--- src/rtl/loader_params.svh ---
`ifndef LOADER_PARAMS_SVH
`define LOADER_PARAMS_SVH

// loader address, pmem word index and dmem byte address
`define LDR_ADDR_WIDTH   10
`define LDR_BYTE_WIDTH   8
`define LDR_PWORD_WIDTH  18
`define LDR_DWORD_WIDTH  16

// words per memory
`define LDR_PMEM_DEPTH   1024
`define LDR_DMEM_DEPTH   512   // covers the whole byte address space

// uart bit time in clock cycles
`define LDR_CLKS_PER_BIT 16

`define LDR_SYNC_HI      8'h55
`define LDR_SYNC_LO      8'hAA

`define LDR_DMEM_BASE    `LDR_ADDR_WIDTH'h100  // first data word

`endif

--- src/rtl/loader_pkg.sv ---
`default_nettype none

`include "loader_params.svh"

package loader_pkg;

  typedef logic [`LDR_ADDR_WIDTH-1:0]  addr_t;
  typedef logic [`LDR_BYTE_WIDTH-1:0]  rx_byte_t;
  typedef logic [`LDR_PWORD_WIDTH-1:0] pword_t;
  typedef logic [`LDR_DWORD_WIDTH-1:0] dword_t;

  // image load phases
  typedef enum logic [2:0] {
    WAIT,  // idle, looking for 55 aa
    META,  // pmem size then dmem size
    PMEM,
    DMEM,
    FIN    // one cycle, load complete
  } img_state_t;

  // program memory write, word addressed
  typedef struct packed {
    logic   en;
    addr_t  addr;
    pword_t data;
  } pmem_wr_t;

  // data memory write, byte addressed
  typedef struct packed {
    logic   en;
    addr_t  addr;
    dword_t data;
  } dmem_wr_t;

endpackage

`default_nettype wire

--- src/rtl/image_loader.sv ---
`default_nettype none
`timescale 1ns/100ps

`include "loader_params.svh"

module image_loader (
  input  logic                 rst,  // clock
  input  logic                 clk,  // async reset, active high
  input  loader_pkg::rx_byte_t rx_byte,
  input  logic                 rx_valid,
  output loader_pkg::pmem_wr_t pmem_wr,
  output loader_pkg::dmem_wr_t dmem_wr,
  output loader_pkg::addr_t    pmem_size,
  output logic                 load_done,
  output logic                 cpu_hold
);

  loader_pkg::img_state_t state;
  loader_pkg::addr_t      addr;
  loader_pkg::addr_t      dmem_size;
  loader_pkg::addr_t      dmem_end;
  loader_pkg::pword_t     shift;
  logic [1:0]             byte_phase;
  logic                   last_byte;
  logic                   word_done;
  logic                   sync_seen;
  logic                   sync_hit;

  // dmem size counts words, addresses step by two
  assign dmem_end = `LDR_DMEM_BASE + (dmem_size << 1);

  assign sync_hit = state == loader_pkg::WAIT && rx_valid && sync_seen &&
                    rx_byte == `LDR_SYNC_LO;

  always_comb begin
    case (state)
      loader_pkg::PMEM: last_byte = byte_phase == 2'd2;
      default:          last_byte = byte_phase == 2'd1;
    endcase
  end

  // 55 then aa, anything else restarts the match
  always_ff @(posedge rst or posedge clk) begin
    if (clk)
      sync_seen <= 1'b0;
    else if (state != loader_pkg::WAIT)
      sync_seen <= 1'b0;
    else if (rx_valid)
      sync_seen <= rx_byte == `LDR_SYNC_HI;
  end

  always_ff @(posedge rst or posedge clk) begin
    if (clk) begin
      state <= loader_pkg::WAIT;
    end else begin
      case (state)
        loader_pkg::WAIT:
          if (sync_hit)
            state <= loader_pkg::META;
        loader_pkg::META:
          if (word_done && addr == `LDR_ADDR_WIDTH'd1)
            state <= loader_pkg::PMEM;
        loader_pkg::PMEM:
          if (addr == pmem_size)
            state <= loader_pkg::DMEM;
        loader_pkg::DMEM:
          if (addr == dmem_end)
            state <= loader_pkg::FIN;
        default:
          state <= loader_pkg::WAIT;
      endcase
    end
  end

  // bytes per field: 2 meta, 3 pmem, 2 dmem
  always_ff @(posedge rst or posedge clk) begin
    if (clk) begin
      byte_phase <= 2'd0;
      word_done  <= 1'b0;
    end else begin
      word_done <= 1'b0;
      if (state == loader_pkg::WAIT || state == loader_pkg::FIN) begin
        byte_phase <= 2'd0;
      end else if (rx_valid) begin
        if (last_byte) begin
          byte_phase <= 2'd0;
          word_done  <= 1'b1;
        end else begin
          byte_phase <= byte_phase + 2'd1;
        end
      end
    end
  end

  // last 18 bits received
  always_ff @(posedge rst) begin
    if (rx_valid)
      shift <= {shift[9:0], rx_byte};
  end

  always_ff @(posedge rst or posedge clk) begin
    if (clk) begin
      pmem_size <= '0;
      dmem_size <= '0;
    end else if (state == loader_pkg::META && word_done) begin
      if (addr == `LDR_ADDR_WIDTH'd0)
        pmem_size <= shift[`LDR_ADDR_WIDTH-1:0];
      else
        dmem_size <= shift[`LDR_ADDR_WIDTH-1:0];
    end
  end

  always_ff @(posedge rst or posedge clk) begin
    if (clk) begin
      addr <= '0;
    end else begin
      case (state)
        loader_pkg::META:
          if (word_done)
            addr <= (addr == `LDR_ADDR_WIDTH'd1) ? '0 : addr + `LDR_ADDR_WIDTH'd1;
        loader_pkg::PMEM:
          if (addr == pmem_size)
            addr <= `LDR_DMEM_BASE;
          else if (word_done)
            addr <= addr + `LDR_ADDR_WIDTH'd1;
        loader_pkg::DMEM:
          if (addr == dmem_end)
            addr <= '0;
          else if (word_done)
            addr <= addr + `LDR_ADDR_WIDTH'd2;
        default:
          addr <= '0;
      endcase
    end
  end

  // write lands the cycle after the last byte strobe
  assign pmem_wr.en   = word_done && state == loader_pkg::PMEM;
  assign pmem_wr.addr = addr;
  assign pmem_wr.data = shift;

  assign dmem_wr.en   = word_done && state == loader_pkg::DMEM;
  assign dmem_wr.addr = addr;
  assign dmem_wr.data = shift[`LDR_DWORD_WIDTH-1:0];

  assign cpu_hold  = state inside {loader_pkg::META, loader_pkg::PMEM, loader_pkg::DMEM};
  assign load_done = ~cpu_hold;  // also high in fin

endmodule

`default_nettype wire

--- config.mk ---
export PLATFORM = sky130hd
export DESIGN_NAME = image_loader
export DESIGN_NICKNAME = d
export VERILOG_FILES = /design/src/rtl/loader_pkg.sv /design/src/rtl/image_loader.sv
export VERILOG_INCLUDE_DIRS = /design/src /design/src/rtl
export SDC_FILE = /design/constraint.sdc
export NUM_CORES = 1
export LEC_CHECK = 0
export ABC_AREA = 0
export ABC_CLOCK_PERIOD_IN_PS = 3300
export CORE_MARGIN = 3
export CORE_UTILIZATION = 60
export CTS_CLUSTER_SIZE = 24
export DETAILED_ROUTE_END_ITERATION = 6
export DONT_BUFFER_PORTS = 1
export PLACE_DENSITY = 0.81
export SYNTH_ARGS = -nofsm -noshare
export SYNTH_HDL_FRONTEND = slang
export SYNTH_SLANG_ARGS = --single-unit
--- constraint.sdc ---
create_clock -name rst -period 3.3 [get_ports rst]
set_input_delay 0.825 -clock rst [delete_from_list [all_inputs] [get_ports rst]]
set_output_delay 0.825 -clock rst [all_outputs]
set_load 0.01 [all_outputs]
[Word-level counts from Yosys, hierarchy flattened]
Index checks and enable logic that the tools add are counted.
Storage, ports and cells
  flip-flop bits (word level): 54
  bits of input ports: 11
  output and inout port bits: 68
  logic and storage cells: 71
Cells by class
  $add $sub $neg: 4
  eq/ne operators: 18
  mux-type cells: 21
  bitwise operators: 2
  reductions and logical operators: 18
Operator list (count)
  $mux 10: 6
  $pmux 10 s3: 1
  $eq 10x10->1: 2
  $mux 3: 4
  $pmux 3 s4: 1
  $add 10x1->10 const B: 1
  $add 10x2->10 const B: 1
  $add 9x10->10 const A: 1
  $eq 10x1->1 const B: 1
  $logic_not 10->1: 1
  $ne 2x2->1 const B: 5
  $eq 8x7->1 const B: 1
  $eq 8x8->1 const B: 1
  $logic_and 1x1->1: 7
  $eq 3x2->1 const B: 2
  $mux 1: 6
  $mux 2: 3
  $ne 3x3->1 const B: 2
  $reduce_bool 3->1: 2
  $reduce_and 2->1: 2
  $reduce_and 4->1: 1
  $reduce_bool 2->1: 2
  $eq 3x1->1 const B: 1
  $eq 3x3->1 const B: 1
  other kinds (7): 8

[Longest topological paths before layout]
  depth in word-level cells: 6
  depth in mapped cells: 9
  depth with buffers taken out: 8

[Least setup slack after synthesis]
Ideal clock, no wire load.
  kind: input -> register
  start: input rx_byte[6]
  end: register state[0]
  library setup time: 0.125 ns
  data arrival time: 2.389 ns
  data required time: 3.175 ns
  slack: 0.786 ns
  stages: 6
  buffers on the path: 0
  path through: nand4bb_1 > or4_1 > nor4b_1 > a2111oi_0 > or3_4 > mux2_4
On the way
  word-level cells in the longest chain between the ends: 4
Ends and longest elaborated chain
  start: declaration: RTL line image_loader.sv:9  | input loader_pkg::rx_byte_t rx_byte,
  $eq 8x8->1 (no source line)
  $logic_and 1x1->1 (no source line)
  $ne 2x2->1 (no source line)
  $reduce_and 4->1 (no source line)
  end signal: assignment: RTL line image_loader.sv:54  | state <= loader_pkg::WAIT;
  end signal: assignment: RTL line image_loader.sv:59  | state <= loader_pkg::META;
  end signal: assignment: RTL line image_loader.sv:62  | state <= loader_pkg::PMEM;
  end: declaration: RTL line image_loader.sv:18  | loader_pkg::img_state_t state;
No other way between the ends.
A chain may end at the register's enable or synchronous reset.

[Worst setup path after layout]
  start: register addr[3]
  end: register state[0]
On the way
  word-level cells in the longest chain between the ends: 4
  elaborated cells on any way between the ends: 8
  classes of those cells: eq/ne: 6; reduce/logical: 2
Ends and longest elaborated chain
  start: declaration: RTL line image_loader.sv:19  | loader_pkg::addr_t addr;
  start signal: assignment: RTL line image_loader.sv:120  | addr <= (addr == `LDR_ADDR_WIDTH'd1) ? '0 : addr + `LDR_ADDR_WIDTH'd1;
  start signal: assignment: RTL line image_loader.sv:123  | addr <= `LDR_DMEM_BASE;
  start signal: assignment: RTL line image_loader.sv:125  | addr <= addr + `LDR_ADDR_WIDTH'd1;
  $eq 10x1->1: RTL line image_loader.sv:61  | if (word_done && addr == `LDR_ADDR_WIDTH'd1)
  $logic_and 1x1->1: RTL line image_loader.sv:61
  $ne 2x2->1 (no source line)
  $reduce_and 4->1 (no source line) *
  end signal: assignment: RTL line image_loader.sv:59
  end signal: assignment: RTL line image_loader.sv:62
  end signal: assignment: RTL line image_loader.sv:65  | state <= loader_pkg::DMEM;
Mark *: on every way between the ends. The rest lies on a longest branch, timed or not.

==> impl_metrics.ini <==
[timing]
fin_crit_ns = 2.68
setup_viol = 0
hold_violations = 0
fin_skew_ns = 0.0133
worst_pin_slew_ns = 0.642
period_share_pct = 81.2
maxSlewHeadroom_pct = 57.1
setup-tns-final_ns = 0
whs_ns = 0.493
slew_violations = 0
rsz0062_at_grt = no
max_clock_freq_ghz = 0.373

[power_and_ir_drop]
power_frac_seq_pct = 64.3
p_int_uw = 890
ir_drop_mv = 0.236
p_comb_share_pct = 1.2
p_leak_uw = 0.00118
p_clk_share_pct = 34.5
power_density_nw_per_um2 = 402
swShare_pct = 23.4
netSwitchingPower_uw = 272

[flow_run]
max-cap-violations = 0

[yosys]
seq_area_frac_synth_pct = 49.1
synth_edf_count = 18
synth_cell_types = 54
ys.flop_type = dfrtp_1
syn_inst = 270
synth_area_per_cell_um2 = 10.9
ys_ff_latch = 54
netlist_area_um2 = 2940
synth-compound-area-share_pct = 10.5
synthXorXnorAreaFrac_pct = 5.97
syn_nets = 285
synth_top_family_by_area = simple AND/OR/NAND/NOR gates
ys_async_sr_fraction_pct = 66.7
synth_mux_area_share_pct = 8.48
ys_warn_count = 0
synthAdderAreaFrac_pct = 1.70
yosys.area_share.simple_pct = 14.1

[critical_path]
critPathKind = flip-flop to flip-flop
endpoint = state[0]$_DFFE_PP0P_
rr_endpoint = state[0]$_DFFE_PP0P_
cp-end-kind = flip-flop
crit_path_start = addr[3]$_DFFE_PP0P_
r2r-start = addr[3]$_DFFE_PP0P_
r2r_slack_ns = 0.62
path_max_fanout = 14
required_ns = 3.51
arrival_ns = 2.89
r2r_cells = 6
worstSetupStartpointType = flip-flop

[clocking]
clockBufferDepth = 2
cts_resized = 0
clock_latency_ns = 0.32
cts_buffers = 5
cts_tree = built
ctsRootBufferMaster = clkbuf_8
post_cts_buffers = 0
cts_sinks = 54
cts_hold_buf = 0
path_clk_slew_ns = 0.11
htree_levels = 2

[routing]
ant_nets = 0
wirelength_mm = 6.13
vias_per_cell = 6.33
wl_per_cell_um = 19.9
drc = 0
drtIter0Drc = 211
drtPass1Iterations = 4
vias = 1949

[die]
core_area_um2 = 4530
die_h_um = 76.0
dieArea_um2 = 5770
row_count = 24
dieWidth_um = 76.0
initial_core_util_pct = 64.8
ioPinCount = 79

[place]
dp_hpwl_mm = 4.23
routabilityCongestion = 0.851
dpl-instance-area_um2 = 2790
portBuffers = 0

[finish]
drive_gt1_share_pct = 16.0
nNetsFinal = 257
synthToLayoutAreaGrowth_pct = -1.70
n_antenna_cell = 0
fin_area_um2 = 2890
multiInputGateArea_um2 = 1200
nFillCells = 363
regArea_um2 = 1440

[grt]
grt_overflow_total = 0
grt_pass1_vias = 1904
grt_pass1_wl_mm = 10.1
gr-usage-all-layers_pct = 22.0
grt_start_max_net_pins = 37
antenna_found_initial = 0

[run_status]
outcome = completed

[min_path]
min_path_type = primary input to async pin
per-stage QoR:
step | instances | total power, µW | util, % | setup WS [ns]
2_1_floorplan | 270 | 782 | - | 0.786
3_3_place_gp | 300 | 775 | 61.5 | 0.665
3_5_place_dp | 300 | 776 | 61.5 | 0.625
4_1_cts | 308 | 1160 | 63.7 | 0.631
5_1_grt | 308 | 1200 | 63.7 | 0.498
6_report | 308 | 1160 | 63.7 | 0.622
logic make-up (layout without fill, tap and decap cells):
group	Yosys count	in the layout
and+or+nand+nor	75	75
DFF	54	54
buffers and inverters	50	23
AOI/OAI and AO/OA	45	45
muxes	22	22
xor gates and xnor gates	20	20
adders and majority gates	4	4
synth_stat cells, drive strengths merged (3+ instances only):
| cell | n | area share (%) |
|---|---|---|
| edfxtp | 18 | 18 |
| xnor2 | 20 | 6.0 |
| and3 | 3 | 0.64 |
| mux2 | 20 | 7.8 |
| nor3 | 3 | 0.51 |
| nand3 | 7 | 1.2 |
| o21ai | 7 | 1.2 |
| or4 | 3 | 0.89 |
| ha | 4 | 1.7 |
| a21oi | 17 | 3.0 |
| inv | 12 | 1.5 |
| dfrtp | 36 | 31 |
| nor2 | 20 | 2.6 |
| buf | 31 | 7.7 |
| nor4 | 3 | 0.64 |
| clkbuf | 7 | 0.89 |
| and2 | 3 | 0.64 |
| nand4 | 6 | 1.3 |
| nand2 | 13 | 1.7 |
routing by layer:
| layer | wire length (µm) | part of all wire, % | vias up | global-route usage, % |
|---|---|---|---|---|
| met5 | 0 | 0 | - | 0 |
| li1 | - | - | 887 | - |
| met3 | 514 | 8.4 | 5 | 6.28 |
| met1 | 2630 | 43 | 974 | 30.9 |
| met2 | 2940 | 48 | 83 | 33.7 |
| met4 | 49 | 0.80 | 0 | 5.62 |
layout by cell type, fill, tap and decap left out, drive strengths merged, types with 3 or more instances in the layout:
cell type	netlist	routed
inv	12	13
o21ai	7	7
and2	3	3
nand3	7	7
dfrtp	36	36
nor2	20	20
edfxtp	18	18
xnor2	20	20
nor4	3	3
buf	31	3
nor3	3	3
and3	3	3
mux2	20	20
or4	3	3
nand2	13	13
clkbuf	7	6
a21oi	17	17
ha	4	4
nand4	6	6
critical path, stage by stage (launching register included):
cell and delay, ns:
dfrtp_1 0.58, or4_4 0.61, o31a_1 0.31, a21oi_2 0.12, nand2_2 0.19, or3_4 0.45
mux2_4 0.31
registers in the layout, indices dropped and copies added, names as in the netlist:
| register | flops |
|---|---|
| shift | 18 |
| state | 3 |
| addr | 10 |
| word_done | 1 |
| sync_seen | 1 |
| byte_phase | 2 |
| pmem_size | 10 |
| dmem_size | 9 |
worst min path at each step:
stage                               from                         to  slack (ns)  cells past startpoint
2_1_floorplan  byte_phase[1]$_DFFE_PP0P_  byte_phase[1]$_DFFE_PP0P_        0.50                      2
3_3_place_gp    dmem_size[8]$_DFFE_PP0P_   dmem_size[8]$_DFFE_PP0P_        0.51                      1
3_5_place_dp    dmem_size[0]$_DFFE_PP0P_   dmem_size[0]$_DFFE_PP0P_        0.52                      1
4_1_cts                              clk        addr[2]$_DFFE_PP0P_        0.52                      2
5_1_grt                              clk   pmem_size[2]$_DFFE_PP0P_        0.52                      2
6_report                             clk        addr[2]$_DFFE_PP0P_        0.49                      2
cell type report:
class                   instances  area share [%]
flip-flops and latches         54            49.9
well taps                      65            2.82
clock inverters                 2           0.564
multi-input cells             166            41.5
clock buffers                   6            2.86
inverters                      12            1.56
repair buffers                  3           0.780
power by group through the flow:
stage | registers, µW | clock network (µW) | logic [µW]
floorplan | 746 | 0 | 36.9
global placement | 761 | 0 | 14.0
detailed placement | 761 | 0 | 14.4
CTS | 747 | 398 | 14.5
global route | 750 | 438 | 16.0
finish | 747 | 401 | 13.7
No activity file was read; power rests on OpenSTA's default activity.
