===== src/rtl/loader_params.svh =====
`ifndef LOADER_PARAMS_SVH
`define LOADER_PARAMS_SVH

// loader address, pmem word index and dmem byte address
`define LDR_ADDR_WIDTH   10
`define LDR_BYTE_WIDTH   8
`define LDR_PWORD_WIDTH  18
`define LDR_DWORD_WIDTH  16

// words per memory
`define LDR_PMEM_DEPTH   1024
`define LDR_DMEM_DEPTH   512   // covers the whole byte address space

// uart bit time in clock cycles
`define LDR_CLKS_PER_BIT 16

`define LDR_SYNC_HI      8'h55
`define LDR_SYNC_LO      8'hAA

`define LDR_DMEM_BASE    `LDR_ADDR_WIDTH'h100  // first data word

`endif


===== src/rtl/loader_pkg.sv =====
`default_nettype none

`include "loader_params.svh"

package loader_pkg;

  typedef logic [`LDR_ADDR_WIDTH-1:0]  addr_t;
  typedef logic [`LDR_BYTE_WIDTH-1:0]  rx_byte_t;
  typedef logic [`LDR_PWORD_WIDTH-1:0] pword_t;
  typedef logic [`LDR_DWORD_WIDTH-1:0] dword_t;

  // image load phases
  typedef enum logic [2:0] {
    WAIT,  // idle, looking for 55 aa
    META,  // pmem size then dmem size
    PMEM,
    DMEM,
    FIN    // one cycle, load complete
  } img_state_t;

  // program memory write, word addressed
  typedef struct packed {
    logic   en;
    addr_t  addr;
    pword_t data;
  } pmem_wr_t;

  // data memory write, byte addressed
  typedef struct packed {
    logic   en;
    addr_t  addr;
    dword_t data;
  } dmem_wr_t;

endpackage

`default_nettype wire


===== src/rtl/uart_byte_rx.sv =====
`default_nettype none
`timescale 1ns/100ps

`include "loader_params.svh"

module uart_byte_rx (
  input  logic                 rst,  // clock
  input  logic                 clk,  // async reset, active high
  input  logic                 rx,
  output loader_pkg::rx_byte_t rx_byte,
  output logic                 rx_valid
);

  localparam int CNT_W = $clog2(`LDR_CLKS_PER_BIT) + 1;
  localparam int HALF  = `LDR_CLKS_PER_BIT / 2;

  typedef enum logic [1:0] {
    RX_IDLE,
    RX_START,
    RX_DATA,
    RX_STOP
  } rx_state_t;

  rx_state_t        state;
  logic [CNT_W-1:0] cnt;
  logic [2:0]       bit_idx;
  logic             rx_meta;
  logic             rx_sync;
  logic             rx_prev;
  logic             start_edge;
  logic             bit_mid;
  logic             start_mid;

  // two flop synchronizer, line idles high
  always_ff @(posedge rst or posedge clk) begin
    if (clk) begin
      rx_meta <= 1'b1;
      rx_sync <= 1'b1;
      rx_prev <= 1'b1;
    end else begin
      rx_meta <= rx;
      rx_sync <= rx_meta;
      rx_prev <= rx_sync;
    end
  end

  assign start_edge = rx_prev & ~rx_sync;
  assign start_mid  = cnt == CNT_W'(HALF - 1);
  assign bit_mid    = cnt == CNT_W'(`LDR_CLKS_PER_BIT - 1);  // one full bit past last mid

  always_ff @(posedge rst or posedge clk) begin
    if (clk) begin
      state    <= RX_IDLE;
      cnt      <= '0;
      bit_idx  <= '0;
      rx_valid <= 1'b0;
    end else begin
      rx_valid <= 1'b0;
      case (state)
        RX_IDLE: begin
          cnt <= '0;
          if (start_edge)
            state <= RX_START;
        end
        RX_START: begin
          if (start_mid) begin
            cnt     <= '0;
            bit_idx <= '0;
            state   <= rx_sync ? RX_IDLE : RX_DATA;  // high at mid = glitch
          end else begin
            cnt <= cnt + CNT_W'(1);
          end
        end
        RX_DATA: begin
          if (bit_mid) begin
            cnt     <= '0;
            bit_idx <= bit_idx + 3'd1;
            if (bit_idx == 3'd7)
              state <= RX_STOP;
          end else begin
            cnt <= cnt + CNT_W'(1);
          end
        end
        RX_STOP: begin
          if (bit_mid) begin
            cnt      <= '0;
            rx_valid <= rx_sync;  // framing error drops the byte
            state    <= RX_IDLE;
          end else begin
            cnt <= cnt + CNT_W'(1);
          end
        end
        default: state <= RX_IDLE;
      endcase
    end
  end

  // lsb first
  always_ff @(posedge rst) begin
    if (state == RX_DATA && bit_mid)
      rx_byte <= {rx_sync, rx_byte[7:1]};
  end

endmodule

`default_nettype wire


===== config.mk =====
export PLATFORM = sky130hd
export DESIGN_NAME = uart_byte_rx
export DESIGN_NICKNAME = d
export VERILOG_FILES = /design/src/rtl/loader_pkg.sv /design/src/rtl/uart_byte_rx.sv
export VERILOG_INCLUDE_DIRS = /design/src /design/src/rtl
export SDC_FILE = /design/constraint.sdc
export NUM_CORES = 1
export LEC_CHECK = 0
export BUFFER_PORTS_ARGS = -buffer_cell sky130_fd_sc_hd__buf_2
export CORE_ASPECT_RATIO = 0.7
export CORE_MARGIN = 10
export CORE_UTILIZATION = 29
export DETAILED_ROUTE_END_ITERATION = 16
export HOLD_SLACK_MARGIN = 0.1
export PLACE_DENSITY = 0.52
export REMOVE_ABC_BUFFERS = 1
export SETUP_SLACK_MARGIN = 0.5
export SLEW_MARGIN = 20
export SYNTH_ARGS = -nofsm -noshare
export SYNTH_HDL_FRONTEND = slang
export SYNTH_SLANG_ARGS = --single-unit

===== constraint.sdc =====
create_clock -name rst -period 1.67 [get_ports rst]
set_input_delay 0.0835 -clock rst [delete_from_list [all_inputs] [get_ports rst]]
set_output_delay 0.0835 -clock rst [all_outputs]
set_load 0.005 [all_outputs]

### After elaboration in Yosys (flattened, before gate mapping)

Index checks and enable logic that the tools add are counted.

* register bits: 22
* input port bits: 3
* output and inout port bits: 9
* word-level logic and storage cells: 44

* add/subtract/negate cells: 2
* eq/ne operators: 11
* mux-type cells: 15
* bitwise gates (word level): 2
* reductions and logical operators: 6

Operators by type and width (count)
* case mux 5 bit (3 select lines): 1
* 2-to-1 mux 2 bit: 6
* 2-to-1 mux 5 bit: 2
* != test 2 bit, second input constant: 5
* case mux 2 bit (4 select lines): 1
* 2-to-1 mux 3 bit: 2
* case mux 3 bit (2 select lines): 1
* adder 5 x 1 -> 5 bit, second input constant: 1
* == test 5 x 3 -> 1 bit, second input constant: 1
* == test 5 x 4 -> 1 bit, second input constant: 1
* AND reduction 5 bit: 1
* == test 2 bit, second input constant: 2
* adder 3 x 1 -> 3 bit, second input constant: 1
* == test 3 bit, second input constant: 1
* AND reduction 3 bit: 1
* == test 2 x 1 -> 1 bit, second input constant: 1
* logical NOT 2 bit: 1
* 2-to-1 mux 1 bit: 2
* nonzero test 2 bit: 1
* OR reduction 2 bit: 1
* AND 1 bit: 1
* logical AND 1 bit: 1
* inverter 1 bit: 1

### Depth between registers and ports, before layout

Gate-level depths: netlist (run 1).

* depth in word-level cells: 4
* depth in mapped cells: 7
* depth with buffers taken out: 7

### Least setup slack after synthesis (run 1)

OpenSTA, ideal clock, no wires.

* path type: register -> register
* start point: register cnt[0]
* end point: register rx_byte[0], enable pin
* library setup time: 0.324 ns
* arrival: 1.321 ns
* setup slack: 0.025 ns
* cell stages (with the launch flop): 7
* buffers on the path: 0
* clock period less this slack: 1.645 ns
* cells stage by stage: dfrtp_1 > ha_1 > nand3_1 > inv_1 > ha_1 > nand3b_4 > inv_1

* longest elaborated chain between the ends: 2

RTL lines
* start, declared: line uart_byte_rx.sv:25 `logic [CNT_W-1:0] cnt;`
* start signal, assigned: line uart_byte_rx.sv:71 `cnt <= cnt + CNT_W'(1);`
* start signal, assigned: line uart_byte_rx.sv:81 `cnt <= cnt + CNT_W'(1);`
* start signal, assigned: line uart_byte_rx.sv:90 `cnt <= cnt + CNT_W'(1);`
* == test 5 x 4 -> 1 bit: line uart_byte_rx.sv:49 `` assign bit_mid = cnt == CNT_W'(`LDR_CLKS_PER_BIT - 1); ``
* logical AND 1 bit: line uart_byte_rx.sv:100 `if (state == RX_DATA && bit_mid)`
* end signal, assigned: line uart_byte_rx.sv:101 `rx_byte <= {rx_sync, rx_byte[7:1]};`
* end, declared: line uart_byte_rx.sv:10 `output loader_pkg::rx_byte_t rx_byte,`

Every way passes these cells.
A chain may end at the register's enable or synchronous reset.

### Final worst setup path (run 1)

* start point: register cnt[0]
* end point: register cnt[1]

* longest elaborated chain between the ends: 3
* elaborated cells on any way between the ends: 6
* those cells by class: 1 x add/sub; 2 x eq/ne; 3 x mux

RTL lines
* adder 5 x 1 -> 5 bit (tied with other cells): line uart_byte_rx.sv:71, uart_byte_rx.sv:81, uart_byte_rx.sv:90
* 2-to-1 mux 5 bit (on tied branches): line uart_byte_rx.sv:75, uart_byte_rx.sv:85, uart_byte_rx.sv:66
* case mux 5 bit (3 select lines) (*): line uart_byte_rx.sv:59 `case (state)`

Every way passes the cells marked *; elsewhere a longest branch is shown, timed or not.

==> results of run 1 <==
state kept, by name, indices dropped and copies added, names as in the netlist, named ones only:
name	count
rx_valid	1
rx_byte	8
rx_meta	1
cnt	5
rx_prev	1
bit_idx	3
rx_sync	1
state	1
kinds of logic (layout without fill, tap and decap cells):
kind of cell    count (synthesis)  after routing  synth area share (%)
fa+ha+maj                       5              5                  6.73
simple gates                   19             19                  13.9
compound gates                  8              8                  7.40
buf+inv                         6             32                  2.83
xor+xnor                        2              2                  1.88
flops                          22             22                  63.9
mux                             3              3                  3.36
through the flow:
stage	instances	cell area [sq um]	total power, mW
CTS	129	1220	1.46
global route	129	1240	1.58
global placement	117	1050	1.03
finish	129	1240	1.50
floorplan	64	922	0.940
detailed placement	117	1050	1.03
per-layer routing:
layer / vias up / GRT usage [%] / wire length, um
met5: - / 0 / 0
met4: 0 / 0 / 0
met3: 0 / 2.88 / 71
met2: 9 / 10.1 / 863
met1: 274 / 8.79 / 923
li1: 278 / - / -
critical path, stage by stage (launching register included):
cell and delay [ns]:
dfrtp_1 0.39, ha_2 0.20, nand3_2 0.07, inv_2 0.05, ha_4 0.17, buf_4 0.14
nor2b_2 0.18, a31oi_4 0.07, nor2b_1 0.14
power breakdown:
group	leakage [nW]	internal [mW]	switching, mW
clock network	0.0231	0.164	0.160
logic	0.295	0.241	0.201
registers	0.248	0.626	0.105
total	0.567	1.03	0.466
worst max-delay path by stage:
stage	to	slack, ns	cells after the start
2_1_floorplan	rx_byte[0]	0.02	6
3_3_place_gp	state[0]	0.1	7
3_5_place_dp	rx_byte[0]	-0.008	6
4_1_cts	rx_byte[6]	0.21	6
5_1_grt	cnt[1]	0.14	8
6_report	cnt[1]	0.20	8
cell type report:
cell class / count / area [sq um] / area share (%)
Sequential cell: 22 / 594 / 48.0
Multi-Input combinational cell: 37 / 364 / 29.4
Timing Repair Buffer: 23 / 165 / 13.3
Tap cell: 38 / 47.5 / 3.84
Clock buffer: 3 / 41.3 / 3.33
Inverter: 5 / 22.5 / 1.82
Clock inverter: 1 / 3.75 / 0.303
timing repair:
action,CTS,global route
hold buffers,2,0
endpoints found under the hold margin,12,0
setup endpoints to repair,19,19
buffers inserted,6,0
pin swaps,7,2
gates resized for setup,13,5
cell usage in the layout (no fill, tap or decap), types with 2 or more instances in the layout:
cell type | synthesis | routed
buf_6 | 0 | 4
buf_4 | 1 | 6
dfrtp_1 | 11 | 11
inv_1 | 5 | 3
mux2i_1 | 2 | 2
a21oi_1 | 2 | 2
clkbuf_8 | 0 | 3
nor2_1 | 6 | 5
dlygate4sd3_1 | 0 | 2
nand2_1 | 3 | 2
nand2b_1 | 2 | 2
dfstp_2 | 3 | 3
edfxtp_1 | 8 | 8
buf_2 | 0 | 11
ha_1 | 5 | 3
==> results.yml, run 1 <==
run_status:
  status: "completed"
clock_tree:
  clk_pin_slew_worst_paths_ns: 0.07
  clk_latency_ns: 0.26
  cts_buffers: 3
  htree_levels: 1
  root_buffer: "clkbuf_8"
  cts_tree: "built"
  cts_sinks: 22
  cts_max_path_buffers: 2
worst_hold_path:
  whs_path_depth: 0
  min_from: "rx_meta"
  hp-class: "reg -> reg"
  min_to: "rx_sync"
yosys:
  yosysSeqAreaShare_pct: 63.9
  synth_edf_count: 8
  synthTopCellsByArea: "dfrtp_1 (30%), edfxtp_1 (26%), dfstp_2 (8.5%)"
  synth_area_sq_um: 930
  yosys_warnings: 0
  netlist_top_cells_count: "dfrtp_1 (11), edfxtp_1 (8), nor2_1 (6), ha_1 (5), inv_1 (5)"
  ys.flop_type: "dfrtp_1"
  synth_cells: 65
  synth_top_cell_area_share_pct: 29.6
  synth_top_area_cell: "dfrtp_1"
  synth-seq-cells: 22
  async_flop_share_pct: 63.6
  syn_avg_cell_area_sq_um: 14.3
  synth.distinct_cells: 26
  post-synth-top-count-cell: "dfrtp_1"
placement:
  pre_cts_slack_ns: -0.00795
  globalplace.congestion: 0.774
  dpl.hpwl_um: 1250
  port_buffers: 11
floorplanning:
  start_util_pct: 29.9
  fp.dieW_um: 87.7
  io-pin-count: 12
  core_sq_mm: 0.00311
  fp.dieH_um: 67.4
  die_area_sq_mm: 0.00591
  fp-row-count: 17
critical_path:
  arrival_ns: 1.65
  r2r_start: "cnt[0]"
  reg2regPathDepth: 8
  rrSetupSlack_ns: 0.20
  end_kind: "register"
  cp_max_fo: 4
  crit_type: "reg -> reg"
  cp.required_ns: 1.85
  worstReg2RegEnd: "cnt[1]"
  cp-start-kind: "register"
  cp-startpoint: "cnt[0]"
timing:
  hold_viol_final: 0
  finalSetupTns_ns: 0
  setup_viol: 0
  worst_slack_ns: 0.201
  post-route-period-util_pct: 88.0
  worst_pin_slew_ns: 0.545
  rsz0062_at_grt: "yes"
  skew_ns: 0.00801
  timing.hold.ws_ns: 0.357
  clock.fmax_ghz: 0.681
  relSlewSlack_pct: 63.6
  drv_slew: 0
  period_needed_ns: 1.47
global_route:
  grt_max_degree: 15
  track_usage_pct: 6.55
  antenna_found_initial: 0
  grt_pass1_wl_um: 2970
  grt_pass1_vias: 583
  overflow: 0
drt:
  drt-total-wl_um: 1860
  drt-initial-drc-count: 67
  first_pass_iters: 4
  drc: 0
  vias: 561
  routedWlPerCell_um: 14.4
  ant_nets: 0
  viasPerCell: 4.35
job:
  maxCapViolations: 0
power_and_ir_drop:
  peakVddDrop_uv: 570
  p_leak_nw: 0.567
  power_density_mw_per_mm2: 1210
layout:
  syn_to_final_growth_pct: 33.2
  drive_gt1_share_pct: 47.3
  final_core_util_pct: 39.9
  final.fill_count: 303
  diodes: 0
  nets: 100
Power figures use the tool's default switching activity.
==> run 2, diff against run 1 <==
--- a/config.mk
+++ b/config.mk
@@ -11,6 +11,7 @@
 export CORE_MARGIN = 10
 export CORE_UTILIZATION = 29
 export DETAILED_ROUTE_END_ITERATION = 16
+export GPL_TIMING_DRIVEN = 0
 export HOLD_SLACK_MARGIN = 0.1
 export PLACE_DENSITY = 0.52
 export REMOVE_ABC_BUFFERS = 1
==> results.yml, run 2 (same netlist as run 1, synthesis figures left out) <==
timing:
  setup_viol: 0
  relSlewSlack_pct: 64.4
  worst_pin_slew_ns: 0.533
  drv_slew: 0
  period_needed_ns: 1.51
  skew_ns: 0.00226
  clock.fmax_ghz: 0.664
  post-route-period-util_pct: 90.2
  hold_viol_final: 0
  rsz0062_at_grt: "yes"
drt:
  routedWlPerCell_um: 13.2
  vias: 538
  drc: 0
  drt-initial-drc-count: 20
  viasPerCell: 4.20
  drt-total-wl_um: 1690
  ant_nets: 0
  first_pass_iters: 4
floorplanning:
  io-pin-count: 12
  core_sq_mm: 0.00311
  die_area_sq_mm: 0.00591
  fp-row-count: 17
  fp.dieW_um: 87.7
  fp.dieH_um: 67.4
  start_util_pct: 29.9
power_and_ir_drop:
  p_leak_nw: 0.551
  power_density_mw_per_mm2: 1190
  peakVddDrop_uv: 535
  power_mw: 1.45
clock_tree:
  root_buffer: "clkbuf_8"
  cts_max_path_buffers: 2
  htree_levels: 1
  clk_latency_ns: 0.26
  clk_pin_slew_worst_paths_ns: 0.07
  cts_sinks: 22
  cts_buffers: 3
  cts_tree: "built"
global_route:
  grt_max_degree: 15
  grt_pass1_vias: 595
  antenna_found_initial: 0
  track_usage_pct: 6.38
  grt_pass1_wl_um: 2970
  overflow: 0
layout:
  syn_to_final_growth_pct: 31.5
  final_cells: 128
  largest_registers: "rx_byte x8, cnt x5, bit_idx x3"
  largest_reg_flops: 8
  drive_gt1_share_pct: 45.6
  nets: 99
  regMostFlops: "rx_byte"
  diodes: 0
  final_cell_mix: "dfrtp_1 (11), buf_2 (11), edfxtp_1 (8)"
placement:
  globalplace.congestion: 0.718
  dpl.hpwl_um: 1130
  dp_cells: 113
  port_buffers: 11
critical_path:
  end_kind: "register"
  cp.required_ns: 1.64
  arrival_ns: 1.48
  cp_max_fo: 8
  cp-start-kind: "register"
  crit_type: "reg -> reg"
run_status:
  status: "completed"
job:
  maxCapViolations: 0
worst_hold_path:
  hp-class: "reg -> reg"
==> run 2: worst max-delay path, stage by stage (launching register included) <==
cell and delay, ns:
dfrtp_1 0.42, ha_4 0.19, nand3_4 0.08, inv_2 0.04, ha_4 0.16, nand3b_4 0.12
clkinvlp_4 0.21
==> run 2: per-stage QoR <==
| step | TNS [ns] | cell area (sq um) | util (%) | hold slack [ns] | worst slack (ns) |
|---|---|---|---|---|---|
| 2_1_floorplan | 0 | 922 | - | -0.0294 | 0.0236 |
| 3_3_place_gp | -1.54 | 1020 | 33.0 | 0.154 | -0.192 |
| 3_5_place_dp | -1.76 | 1020 | 33.0 | 0.159 | -0.221 |
| 4_1_cts | 0 | 1180 | 38.0 | 0.359 | 0.189 |
| 5_1_grt | 0 | 1220 | 39.4 | 0.360 | 0.0869 |
| 6_report | 0 | 1220 | 39.4 | 0.358 | 0.164 |
==> run 2: final timing paths <==
kind	start	endpoint	slack, ns	cells past startpoint
max	cnt[0]	rx_byte[0]	0.16	6
min	rx_meta	rx_sync	0.36	0
max reg2reg	cnt[0]	rx_byte[0]	0.16	6
min reg2reg	rx_meta	rx_sync	0.36	0
max in group asynchronous	clk	rx_meta	0.91	3
min in group asynchronous	clk	cnt[4]	0.40	3
==> run 2: area by class of cell <==
class / count / area, sq um
Clock buffer: 3 / 41.3
Clock inverter: 1 / 3.75
Fill cell: 299 / 1880
Inverter: 5 / 22.5
Multi-Input combinational cell: 37 / 363
Sequential cell: 22 / 594
Tap cell: 38 / 47.5
Timing Repair Buffer: 22 / 150
==> run 2: what timing repair did <==
item                       4_1_cts  5_1_grt
hold buffers                     2        0
gates resized for setup         10        4
pin swaps                        5        4
setup endpoints to repair       19       19
hold endpoints to repair        12        0
buffers inserted                 6        3
==> run 2: routing by layer <==
layer  up-vias  wire (um)  track usage, %
li1        276          -               -
met1       251        816            8.16
met2        11        773            9.78
met3         0         97            3.61
met4         0          0               0
met5         -          0               0
==> run 2: report_power, final <==
part / switching [mW] / internal [mW]
sequential: 0.115 / 0.627
combinational: 0.172 / 0.214
clock: 0.158 / 0.164
